===== src/cpu_defs.svh =====
// Width and depth macros shared by the 16-bit pipelined processor
`ifndef CPU_DEFS_SVH
`define CPU_DEFS_SVH

// Datapath width and register file shape
`define CPU_XLEN        16
`define CPU_NREGS       8
`define CPU_RIDX_W      3

// Word-addressed memories, indexed by byte address bits AW..1
`define CPU_IMEM_DEPTH  256
`define CPU_IMEM_AW     8
`define CPU_DMEM_DEPTH  256
`define CPU_DMEM_AW     8

`endif


===== src/isa_pkg.sv =====
// Instruction set encodings for the processor, with opcodes, ALU functions and field layout
`include "cpu_defs.svh"

package isa_pkg;

   // Major opcode in bits 15..11
   typedef enum logic [4:0] {
      OP_HALT  = 5'b00000,
      OP_NOP   = 5'b00001,
      OP_J     = 5'b00100,
      OP_ADDI  = 5'b01000,
      OP_BEQZ  = 5'b01100,
      OP_BNEZ  = 5'b01101,
      OP_ST    = 5'b10000,
      OP_LD    = 5'b10001,
      OP_LBI   = 5'b11000,
      OP_RTYPE = 5'b11011
   } opcode_e;

   // R-type function field, also the internal ALU select
   typedef enum logic [1:0] {
      ALU_ADD = 2'b00,
      ALU_SUB = 2'b01,   // rs - rt
      ALU_AND = 2'b10,
      ALU_XOR = 2'b11
   } alu_op_e;

   // Immediates overlay the low fields
   // imm5 is bits 4..0, imm8 is bits 7..0, imm11 is bits 10..0
   typedef struct packed {
      opcode_e                opcode;
      logic [`CPU_RIDX_W-1:0] rs;
      logic [`CPU_RIDX_W-1:0] rt;
      logic [`CPU_RIDX_W-1:0] rd;
      alu_op_e                funct;
   } instr_t;

endpackage


===== src/pipe_pkg.sv =====
// Pipeline bundles for the processor, covering control, stage registers, redirect and trace
`include "cpu_defs.svh"

package pipe_pkg;

   typedef enum logic [1:0] {
      BR_NONE    = 2'b00,
      BR_ZERO    = 2'b01,
      BR_NONZERO = 2'b10
   } br_kind_e;

   typedef struct packed {
      logic             valid;
      logic             reg_write;
      logic             mem_read;
      logic             mem_write;
      logic             alu_src_imm;
      logic             imm_pass;     // LBI, immediate straight to the result
      br_kind_e         branch;
      logic             jump;
      logic             halt;
      isa_pkg::alu_op_e alu_op;
   } ctrl_t;

   typedef struct packed {
      logic                 valid;
      logic [`CPU_XLEN-1:0] pc_next;
      isa_pkg::instr_t      instr;
   } if_id_t;

   typedef struct packed {
      ctrl_t                  ctrl;
      logic [`CPU_XLEN-1:0]   pc_next;
      logic [`CPU_XLEN-1:0]   rs_val;
      logic [`CPU_XLEN-1:0]   rt_val;
      logic [`CPU_XLEN-1:0]   imm;
      logic [`CPU_RIDX_W-1:0] wsel;
   } id_ex_t;

   typedef struct packed {
      ctrl_t                  ctrl;
      logic [`CPU_XLEN-1:0]   alu_out;
      logic [`CPU_XLEN-1:0]   store_val;
      logic [`CPU_RIDX_W-1:0] wsel;
   } ex_mem_t;

   typedef struct packed {
      logic                   valid;
      logic                   reg_write;
      logic                   halt;
      logic [`CPU_RIDX_W-1:0] wsel;
      logic [`CPU_XLEN-1:0]   wdata;
   } mem_wb_t;

   typedef struct packed {
      logic                 taken;
      logic [`CPU_XLEN-1:0] target;
   } redirect_t;

   typedef struct packed {
      logic                   valid;
      logic [`CPU_RIDX_W-1:0] reg_idx;
      logic [`CPU_XLEN-1:0]   data;
   } wb_trace_t;

endpackage


===== src/execute.sv =====
// Execute stage with the ALU, branch and jump resolution and the EX/MEM register
`timescale 1ns/100ps
`include "cpu_defs.svh"

module execute (
   input  logic                clk,
   input  logic                arst_n,
   input  pipe_pkg::id_ex_t    id_q,
   output pipe_pkg::redirect_t redirect,
   output pipe_pkg::ex_mem_t   ex_q
);
   import isa_pkg::*;
   import pipe_pkg::*;

   logic [`CPU_XLEN-1:0]   opb;
   logic [`CPU_XLEN-1:0]   alu_res;
   logic [`CPU_XLEN-1:0]   alu_out;
   logic [`CPU_XLEN-1:0]   target;
   logic                   rs_zero;
   logic                   br_taken;
   ctrl_t                  ctrl_q;
   logic [`CPU_XLEN-1:0]   alu_out_q;
   logic [`CPU_XLEN-1:0]   store_val_q;
   logic [`CPU_RIDX_W-1:0] wsel_q;

   assign opb = id_q.ctrl.alu_src_imm ? id_q.imm : id_q.rt_val;

   always_comb begin
      case (id_q.ctrl.alu_op)
         ALU_ADD: alu_res = id_q.rs_val + opb;
         ALU_SUB: alu_res = id_q.rs_val - opb;
         ALU_AND: alu_res = id_q.rs_val & opb;
         ALU_XOR: alu_res = id_q.rs_val ^ opb;
         default: alu_res = id_q.rs_val + opb;
      endcase
   end

   assign alu_out = id_q.ctrl.imm_pass ? id_q.imm : alu_res;   // LBI

   // Branch condition on rs only, no flags
   assign rs_zero = (id_q.rs_val == '0);

   always_comb begin
      case (id_q.ctrl.branch)
         BR_ZERO:    br_taken = rs_zero;
         BR_NONZERO: br_taken = !rs_zero;
         default:    br_taken = 1'b0;
      endcase
   end

   // Offsets are relative to the already incremented PC
   assign target   = id_q.pc_next + id_q.imm;
   assign redirect = '{taken: id_q.ctrl.valid && (id_q.ctrl.jump || br_taken),
                       target: target};

   always_ff @(posedge clk or negedge arst_n) begin
      if (!arst_n) begin
         ctrl_q <= ctrl_t'('0);
      end else begin
         ctrl_q <= id_q.ctrl;
      end
   end

   always_ff @(posedge clk) begin
      alu_out_q   <= alu_out;
      store_val_q <= id_q.rt_val;
      wsel_q      <= id_q.wsel;
   end

   assign ex_q = '{ctrl: ctrl_q, alu_out: alu_out_q, store_val: store_val_q, wsel: wsel_q};

endmodule


===== config.mk =====
export PLATFORM = sky130hd
export DESIGN_NAME = execute
export DESIGN_NICKNAME = d
export VERILOG_FILES = /design/src/isa_pkg.sv /design/src/pipe_pkg.sv /design/src/execute.sv
export VERILOG_INCLUDE_DIRS = /design/src
export SDC_FILE = /design/constraint.sdc
export NUM_CORES = 1
export LEC_CHECK = 0
export CORE_MARGIN = 2
export CORE_UTILIZATION = 25
export CTS_CLUSTER_DIAMETER = 200
export DETAILED_ROUTE_END_ITERATION = 16
export DONT_BUFFER_PORTS = 1
export GPL_TIMING_DRIVEN = 0
export PLACE_DENSITY = 0.37
export SYNTH_ARGS = -nofsm -noshare
export SYNTH_HDL_FRONTEND = slang
export SYNTH_SLANG_ARGS = --single-unit

===== constraint.sdc =====
create_clock -name clk -period 4.1 [get_ports clk]
set_input_delay 0.82 -clock clk [delete_from_list [all_inputs] [get_ports clk]]
set_output_delay 0.82 -clock clk [all_outputs]
set_load 0.02 [all_outputs]

==> results by group, run 1 <==
Floorplan
  – Die Wd: 125 um
  – Die area: roughly 16000 sq um
  – # IOs: 145
  – Std cell rows: 44
  – Initial Utilization: approximately 25%
  – Core area: 14400 sq um
  – Die Ht: between 100 and 150 um

STA
  – Fmax: 264 MHz
  – Setup ws final: between 0.3 and 0.4 ns
  – Count of final setup violators: 0
  – Unrepaired setup endpoints after global routing: false
  – Hold Fails Final Rpt: 0
  – Crit share post-route: between 90% and 100%
  – Worst hold margin: 0.207 ns
  – Fin crit period: 3.78 ns
  – Setup Total Neg Slack: 0 ns
  – Final max-slew violation count: 0
  – Slew HR: between 40% and 50%
  – Least-Margin Pin Slew: 0.754 ns

Logic synthesis
  – Post-synthesis sequential area ratio: between 20% and 30%
  – Top cells by count, synth: ha_1 (47), dfxtp_1 (35), a21oi_1 (29)
  – Mapped Nets: 529
  – Top post-synthesis cells by area: dfxtp_1 (19%), ha_1 (16%), dfrtp_1 (8.2%), mux2i_1 (5.2%), xnor2_1 (5.0%)
  – Most frequent cell after synthesis: ha_1
  – Synth Warn #: 0
  – Number of synthesized register bits: 47
  – Yosys top cell area share: 19.1%
  – Syn Inst Count: about 400
  – Top_reg_cell synth: dfxtp_1
  – Post-synth EDFFs: 0
  – Avg Inst Size Synth: 9.18 sq um
  – Cell Area, Synth: approximately 3700 sq um
  – Synth async-reset ratio: 25.5%
  – Yosys top cell by area: dfxtp_1
  – Distinct cell type count after synthesis: 66

Setup path
  – Worst Path Max Fanout: 19
  – Setup CP Type: primary input to flop
  – Required time worst endpoint: 4.29 ns
  – Crit path launch type: primary input
  – CP Data Arrival Time: 3.97 ns
  – Critical path endpoint category: flop

Hold path
  – Hold Crit Class: primary input to asynchronous set/reset pin

Detailed routing
  – DRT Wirelength: 11.4 mm
  – Drt first pass iters: 4
  – Residual DRC count: 0
  – DR vias/cell: 5.01
  – Vias: 2958
  – Post-detailed-route wirelength per cell: roughly 19 um
  – ANT nets after route: 0
  – Iteration-0 DRC Markers: 89

Power
  – LEAKAGE: roughly 1.7 nW
  – Maximum vdd drop: 0.153 mV
  – Tot Pwr: 0.00151 W
  – Pwr dens: 373 nW/um^2

Cells and area
  – Layout cells sized above 1: under 10%
  – Design area: 4060 sq um
  – Layout Nets: 535
  – FILL cells: 1581
  – Synthesis-to-layout area growth: 10.9%
  – N_diodes: 0

Global route
  – Largest net degree at the start of global routing: 20
  – Met3 usage: 3.77%
  – GRT Max-Usage Layer: met2
  – Initial antenna violation count: 0
  – Gr usage total: between 10% and 20%
  – First-pass GRT wire length: 17.3 mm
  – Met2 usage: 22.8%
  – Vias in the first global route: approximately 3.1k
  – GRT overflow: 0
  – Met1 Resource Use GR: 18.6%

Placement
  – Routability cong.: 0.764
  – Post-Place Worst Slack: -0.574 ns
  – DP HPWL: 9.37 mm
  – Dpl cell area: a little under 4000 sq um
  – Port bufs: 0

Flow run
  – Max-cap violation count: 0

Clock tree
  – Root buf cell: clkbuf_16
  – Cts bufs inserted: 5
  – Clock Sinks: 47
  – Htree depth: 2
  – CTS max path bufs: 2
  – CTS tree: yes
  – Post-CTS Setup Bufs: 0
  – Clock Pin Slew Worst Setup and Hold Paths: 0.07 ns

Outcome
  – Outcome: finished, final reports clean
## critical path: stages
cell	delay, ns
buf_6	0.16
clkbuf_8	0.26
mux2i_1	0.31
ha_1	0.27
nand3b_1	0.12
nand2_1	0.11
xnor2_1	0.14
ha_1	0.30
a21o_1	0.23
a221oi_1	0.28
o21ai_1	0.15
a31o_2	0.32
a31oi_1	0.22
xor2_1	0.20
a21oi_1	0.09
## report_power, final
group          switching [W]  internal, W
Sequential         0.0000665     0.000499
Clock               0.000187     0.000260
Combinational       0.000298     0.000204
Total               0.000552     0.000963
## flip-flops by register name (all words and copies together), names as in the netlist
signal       cells
store_val_q     16
ex_q            12
alu_out_q       16
wsel_q           3
## cell usage in the layout, fill, tap and decap left out, types with 6 or more instances in the layout
| cell | instances |
|---|---|
| ha_1 | 47 |
| dfxtp_1 | 35 |
| a21oi_1 | 28 |
| nand2_1 | 25 |
| inv_1 | 23 |
| xnor2_1 | 21 |
| nor2_1 | 20 |
| mux2i_1 | 18 |
| o21ai_0 | 15 |
| xor2_1 | 15 |
| nor3_1 | 12 |
| dfrtp_1 | 12 |
| mux2_2 | 10 |
| o21a_1 | 8 |
| nor4_1 | 7 |
| a21o_1 | 6 |
| o221ai_1 | 6 |
## how the worst max path moves through the flow
stage | from | endpoint | slack [ns] | cells after the start
floorplan | id_q[74] | alu_out_q[15]$_DFF_P_ | 0.14 | 16
global placement | id_q[74] | alu_out_q[15]$_DFF_P_ | -0.61 | 16
detailed placement | id_q[74] | alu_out_q[15]$_DFF_P_ | -0.57 | 16
CTS | id_q[74] | alu_out_q[15]$_DFF_P_ | 0.18 | 15
global route | id_q[74] | alu_out_q[14]$_DFF_P_ | 0.01 | 15
finish | id_q[74] | alu_out_q[14]$_DFF_P_ | 0.32 | 15
## logic make-up after synthesis
| family | after synthesis | share of synthesized area, % |
|---|---|---|
| AOI/OAI and AO/OA | 104 | 19.4 |
| and+or+nand+nor | 99 | 14.0 |
| adders and majority gates | 49 | 17.1 |
| DFF | 47 | 27.3 |
| xor gates and xnor gates | 37 | 9.22 |
| buffers and inverters | 33 | 4.23 |
| muxes | 30 | 8.64 |
## layer usage
layer | wire [um] | vias to the layer above
met5 | 0 | -
met4 | 247 | 0
met3 | 681 | 14
met2 | 5120 | 101
met1 | 5320 | 1363
li1 | - | 1480
## what timing repair did
action / in CTS / in global routing
hold buffers: 0 / 0
gates resized for setup: 0 / 3
setup endpoints to repair: 9 / 4
cloned: 0 / 0
endpoints found under the hold margin: 0 / 0
## cell type report
cell class / count / area, sq um / area share [%]
Buffer: 9 / 65.1 / 1.60
Clock buffer: 7 / 153 / 3.76
Clock inverter: 1 / 7.51 / 0.185
Inverter: 23 / 86.3 / 2.13
Multi-Input combinational cell: 319 / 2520 / 62.0
Sequential cell: 47 / 1000 / 24.6
Tap cell: 184 / 230 / 5.67
## stage by stage
step	util (%)	cells
after CTS	28.1	590
after global placement	27.0	583
after global routing	28.2	590
after detailed placement	27.0	583
after floorplan	-	399
final	28.2	590
No activity file was read; power rests on OpenSTA's default activity.
==> inputs of run 2 (changes only) <==
--- a/config.mk
+++ b/config.mk
@@ -7,12 +7,12 @@
 export NUM_CORES = 1
 export LEC_CHECK = 0
 export CORE_MARGIN = 2
-export CORE_UTILIZATION = 25
+export CORE_UTILIZATION = 38
 export CTS_CLUSTER_DIAMETER = 200
 export DETAILED_ROUTE_END_ITERATION = 16
 export DONT_BUFFER_PORTS = 1
 export GPL_TIMING_DRIVEN = 0
-export PLACE_DENSITY = 0.37
+export PLACE_DENSITY = 0.51
 export SYNTH_ARGS = -nofsm -noshare
 export SYNTH_HDL_FRONTEND = slang
 export SYNTH_SLANG_ARGS = --single-unit
==> run 2 against run 1 <==
Against the previous run:
- via count is 0.68% lower
- first-iteration DRC count grew 31%
- final cell count is 9.3% lower
- sequential share of layout area increased by 0.95 points
- sequential power hardly changed
- largest power group unchanged
- highest routed layer unchanged
==> results by group, run 2 (synthesized netlist as in run 1, its figures left out) <==
Detailed routing
  – ANT nets after route: 0 (unchanged)
  – Vias: 2938 (-0.68%)
  – DR vias/cell: 5.49 (+9.5%)
  – Post-detailed-route wirelength per cell: 18.5 um (-3.9%)
  – Iteration-0 DRC Markers: 117 (+31%)
  – Residual DRC count: 0 (unchanged)
  – Drt first pass iters: 4 (unchanged)
  – DRT Wirelength: 9.90 mm (-13%)

Cells and area
  – Most frequent cells in the layout: ha_1 (47), dfxtp_1 (35), a21oi_1 (29)
  – Final std cells w/o fill: 535 (-9.3%)
  – N_diodes: 0 (unchanged)
  – Leading cell type in the layout, fill and taps excluded: ha_1
  – Synthesis-to-layout area growth: 6.80%
  – Design area: 3910 sq um (-3.7%)
  – Layout Nets: 535 (unchanged)
  – Layout cells sized above 1: 8.37% (-0.99 points)

Power
  – Maximum vdd drop: 0.146 mV (-4.7%)
  – Tot Pwr: 0.00134 W (-11%)
  – LEAKAGE: 1.72 nW (-1.4%)
  – Pwr dens: 344 nW/um^2 (-7.8%)

STA
  – Unrepaired setup endpoints after global routing: false
  – Fin crit period: 3.85 ns (+0.0611 ns)
  – Final max-slew violation count: 0 (unchanged)
  – Hold Fails Final Rpt: 0 (unchanged)
  – Slew HR: 45.2% (-4.5 points)
  – Fmax: 260 MHz (-1.6%)
  – Least-Margin Pin Slew: 0.821 ns (+0.0675 ns)
  – Count of final setup violators: 0 (unchanged)
  – Crit share post-route: 93.8% (+1.5 points)
  – Worst hold margin: 0.205 ns (-0.00173 ns)
  – Setup Total Neg Slack: 0 ns (unchanged)

Placement
  – Routability cong.: 0.868 (+14%)
  – Placed cells: 528 (-9.4%)
  – DP HPWL: 8.19 mm (-13%)
  – Port bufs: 0 (unchanged)
  – Dpl cell area: 3820 sq um (-1.8%)

Clock tree
  – Post-CTS Setup Bufs: 0 (unchanged)
  – Clock Sinks: 47 (unchanged)
  – CTS Hold Buffers Added: 0 (unchanged)
  – CTS tree: yes
  – Root buf cell: clkbuf_8
  – CTS max path bufs: 2 (unchanged)
  – Cts bufs inserted: 5 (unchanged)
  – Htree depth: 2 (unchanged)
  – Clock Pin Slew Worst Setup and Hold Paths: 0.09 ns (+0.02 ns)

Floorplan
  – Die Wd: 102 um (-18%)
  – Initial Utilization: 39.5% (+14 points)
  – Die Ht: 102 um (-18%)
  – Die area: 10400 sq um (-33%)
  – Std cell rows: 35 (-20%)
  – # IOs: 145 (unchanged)
  – Core area: 9280 sq um (-36%)

Setup path
  – CP Data Arrival Time: 4.04 ns (+0.07 ns)
  – Required time worst endpoint: 4.29 ns (about the same)
  – Crit-path max cell delay: 0.39 ns (+0.07 ns)
  – Setup CP Type: primary input to flop
  – Worst Path Max Fanout: 19 (unchanged)
  – Critical Path Most Common Cell: ha_1
  – Critical path endpoint category: flop
  – Slowest cell on the critical path: o31ai_1
  – Top delay family on crit path: compound AO/OA/AOI/OAI gates
  – Crit path buf inv count: 2 (unchanged)
  – Crit path cell chain: buf_6, clkbuf_8, mux2i_1, ha_1, o21ai_0, ha_1, nor2b_1, o31ai_1, a21oi_1, o21a_1, o2111ai_1, and4_4, nor3_1
  – Crit path launch type: primary input

Global route
  – Gr usage total: 18.8% (+4.4 points)
  – Vias in the first global route: 2903 (-5.3%)
  – Initial antenna violation count: 0 (unchanged)
  – First-pass GRT wire length: 15.0 mm (-13%)
  – Largest net degree at the start of global routing: 20 (unchanged)
  – GRT overflow: 0 (unchanged)

Outcome
  – Outcome: finished, final reports clean

Flow run
  – Max-cap violation count: 0 (unchanged)

Hold path
  – Hold Crit Class: primary input to asynchronous set/reset pin
-- run 2: final cells by class --
type                            instances  area (sq um)
Buffer                                  9          65.1
Clock buffer                            7          86.3
Clock inverter                          1          5.00
Fill cell                             959          5370
Inverter                               23          86.3
Multi-Input combinational cell        319          2510
Sequential cell                        47          1000
Tap cell                              129           161
-- run 2: where the power goes --
part,switching [W],internal [W],total [W]
registers,0.0000656,0.000499,0.000564
logic,0.000283,0.000202,0.000486
clock network,0.000158,0.000136,0.000294
-- run 2: how the worst max path moves through the flow --
stage,from,endpoint,slack (ns),cells past startpoint
2_1_floorplan,id_q[74],alu_out_q[15]$_DFF_P_,0.14,16
3_5_place_dp,id_q[74],alu_out_q[15]$_DFF_P_,-0.53,14
3_3_place_gp,id_q[74],alu_out_q[15]$_DFF_P_,-0.46,14
5_1_grt,id_q[74],alu_out_q[15]$_DFF_P_,0.02,13
6_report,id_q[74],alu_out_q[15]$_DFF_P_,0.25,13
4_1_cts,id_q[74],alu_out_q[15]$_DFF_P_,0.24,13
-- run 2: metrics by stage --
step	worst slack [ns]	util, %
2_1_floorplan	0.144	-
3_3_place_gp	-0.456	41.2
3_5_place_dp	-0.527	41.2
4_1_cts	0.237	42.1
5_1_grt	0.0151	42.1
6_report	0.254	42.1
-- run 2: layer usage --
layer	routed length (um)	share of wire (%)	up-vias	track usage (%)
li1	-	-	1485	-
met5	0	0	-	0
met2	4600	46	106	31.4
met4	131	1.3	0	5.03
met3	660	6.7	8	3.83
met1	4510	46	1339	24.7
-- run 2: what timing repair did --
item | 4_1_cts | 5_1_grt
endpoints found under the setup margin | 8 | 0
resized for setup | 0 | 0
endpoints found under the hold margin | 0 | 0
==> inputs of run 3 (changes only) <==
--- a/config.mk
+++ b/config.mk
@@ -7,12 +7,12 @@
 export NUM_CORES = 1
 export LEC_CHECK = 0
 export CORE_MARGIN = 2
-export CORE_UTILIZATION = 38
+export CORE_UTILIZATION = 35
 export CTS_CLUSTER_DIAMETER = 200
 export DETAILED_ROUTE_END_ITERATION = 16
 export DONT_BUFFER_PORTS = 1
 export GPL_TIMING_DRIVEN = 0
-export PLACE_DENSITY = 0.51
+export PLACE_DENSITY = 0.5
 export SYNTH_ARGS = -nofsm -noshare
 export SYNTH_HDL_FRONTEND = slang
 export SYNTH_SLANG_ARGS = --single-unit
==> constraint.sdc (replaced) <==
create_clock -name clk -period 3.14 [get_ports clk]
set_input_delay 0.628 -clock clk [delete_from_list [all_inputs] [get_ports clk]]
set_output_delay 0.628 -clock clk [all_outputs]
set_load 0.02 [all_outputs]
==> run 3 against run 2 <==
Against the previous run:
- count of clock-buffer cells in the layout is 2 lower
- setup slack got worse by 0.25 ns
- total power increased by 47%
- critical path depth is 3 lower
- die area grew 8.2%
- critical path type is now primary input to output pin
==> results by group, run 3 (synthesized netlist as in run 1, its figures left out) <==
Outcome
  – Outcome: finished, final reports clean

Global route
  – Met1 Resource Use GR: 24.7% (-0.037 points)
  – First-pass GRT wire length: 16.5 mm (+9.9%)
  – Initial antenna violation count: 0 (unchanged)
  – Vias in the first global route: 3099 (+6.8%)
  – Met3 usage: 4.05% (+0.22 points)
  – GRT overflow: 0 (unchanged)
  – Met2 usage: 31.6% (+0.17 points)
  – Gr usage total: 18.9% (+0.10 points)
  – Largest net degree at the start of global routing: 17 (-15%)
  – GRT Max-Usage Layer: met2

Detailed routing
  – DR vias/cell: 5.49 (about the same)
  – Residual DRC count: 0 (unchanged)
  – DRT Wirelength: 10.9 mm (+10%)
  – Drt first pass iters: 4 (unchanged)
  – Vias: 3063 (+4.3%)
  – ANT nets after route: 0 (unchanged)
  – Iteration-0 DRC Markers: 127 (+8.5%)
  – Post-detailed-route wirelength per cell: 19.5 um (+5.5%)

Placement
  – Placed cells: 535 (+1.3%)
  – DP HPWL: 8.52 mm (+4.1%)
  – Dpl cell area: 3960 sq um (+3.5%)
  – Routability cong.: 0.848 (-2.3%)
  – Port bufs: 0 (unchanged)
  – Post-Place Worst Slack: -0.651 ns (-0.124 ns)

STA
  – Count of final setup violators: 0 (unchanged)
  – Final max-slew violation count: 0 (unchanged)
  – Fin crit period: 3.14 ns
  – Least-Margin Pin Slew: 0.790 ns (-0.0310 ns)
  – Hold Fails Final Rpt: 0 (unchanged)
  – Slew HR: 47.3% (+2.1 points)
  – Crit share post-route: between 90% and 100%
  – Setup ws final: 0.00000466 ns (-0.254 ns)
  – Fmax: 318 MHz
  – Unrepaired setup endpoints after global routing: true

Floorplan
  – Die Ht: 106 um (+4.0%)
  – Std cell rows: 37 (+5.7%)
  – Die area: 11300 sq um (+8.2%)
  – Die Wd: 106 um (+4.0%)
  – Initial Utilization: 35.8% (-3.7 points)
  – # IOs: 145 (unchanged)
  – Core area: 10200 sq um (+10%)

Setup path
  – Crit path launch type: primary input
  – Required time worst endpoint: 2.51 ns (-1.78 ns)
  – Critical path endpoint category: output pin
  – CP Data Arrival Time: 2.51 ns (-1.53 ns)
  – Crit-path max cell delay: 0.38 ns (about the same)
  – Crit path cell chain: ha_4, inv_2, fa_2, nor2b_1, o21ai_1, nand2b_1, nand2_2, a211o_1, a311o_1, o211ai_1
  – Setup CP Type: primary input to output pin
  – Slowest cell on the critical path: a311o_1
  – Worst Path Max Fanout: 4 (-15)

Cells and area
  – N_diodes: 0 (unchanged)
  – Layout cells sized above 1: 20.4% (+12 points)
  – Design area: 4420 sq um (+13%)
  – Final std cells w/o fill: 558 (+4.3%)
  – Synthesis-to-layout area growth: 20.8%
  – Most frequent cells in the layout: ha_1 (39), dfxtp_1 (35), a21oi_1 (25)
  – Layout Nets: 551 (+3.0%)
  – Leading cell type in the layout, fill and taps excluded: ha_1

Clock tree
  – Cts bufs inserted: 5 (unchanged)
  – Clock Sinks: 47 (unchanged)
  – Root buf cell: clkbuf_8
  – Clock Pin Slew Worst Setup and Hold Paths: 0.11 ns (+0.02 ns)
  – Htree depth: 2 (unchanged)
  – CTS tree: yes
  – CTS max path bufs: 2 (unchanged)

Power
  – Tot Pwr: 0.00198 W (+47%)
  – LEAKAGE: 1.85 nW (+7.8%)
  – Maximum vdd drop: 0.196 mV (+34%)
  – Pwr dens: 447 nW/um^2 (+30%)

Flow run
  – Max-cap violation count: 0 (unchanged)

Hold path
  – Number of cells on the worst hold path: 0
  – Hold Crit Class: primary input to flop
[run 3: final cells by class]
type / instances / area, sq um
repair buffers: 17 / 173
clock inverters: 3 / 46.3
plain buffers: 8 / 67.6
well taps: 136 / 170
flip-flops and latches: 47 / 1000
multi-input cells: 319 / 2810
clock buffers: 5 / 68.8
inverters: 23 / 86.3
fillers: 1005 / 5810
[run 3: power breakdown]
part           internal [W]  total [W]  switching, W  leakage (nW)
Combinational      0.000338   0.000755      0.000417          1.36
Sequential         0.000651   0.000738     0.0000863         0.435
Clock              0.000240   0.000483      0.000242        0.0548
Total               0.00123    0.00198      0.000746          1.85
[run 3: path summary, 6_finish.rpt]
check | from | end
max in group asynchronous | arst_n | ex_q[35]$_DFF_PN0_
worst min-delay path | id_q[34] | store_val_q[15]$_DFF_P_
worst max-delay path | id_q[3] | redirect[14]
min in group asynchronous | arst_n | ex_q[40]$_DFF_PN0_
[run 3: through the flow]
| stage | util (%) | hold slack (ns) | TNS [ns] |
|---|---|---|---|
| finish | 43.2 | 0.310 | 0 |
| global route | 43.2 | 0.300 | -0.226 |
| CTS | 41.5 | 0.306 | -0.0675 |
| detailed placement | 38.7 | 0.333 | -5.29 |
| global placement | 38.7 | 0.333 | -5.48 |
| floorplan | - | 0.332 | -1.22 |
[run 3: critical path: cells and delay by family]
family | cells | cell delay [ns]
AO/OA/AOI/OAI | 4 | 1.05
AND/OR/NAND/NOR | 3 | 0.31
buffers and inverters | 1 | 0.04
adder cells (fa/ha/maj) | 2 | 0.48
[run 3: what timing repair did]
action | in CTS | in global routing
gates resized for setup | 27 | 15
hold endpoints to repair | 12 | 0
gates cloned | 1 | 1
setup endpoints to repair | 11 | 10
pin swaps | 15 | 14
buffers inserted | 5 | 9
hold buffers | 1 | 0
[run 3: per-layer routing]
metal  wire length (um)  part of all wire (%)
met4                144                   1.3
met2               5190                    48
met3                901                   8.3
met1               4660                    43
met5                  0                     0
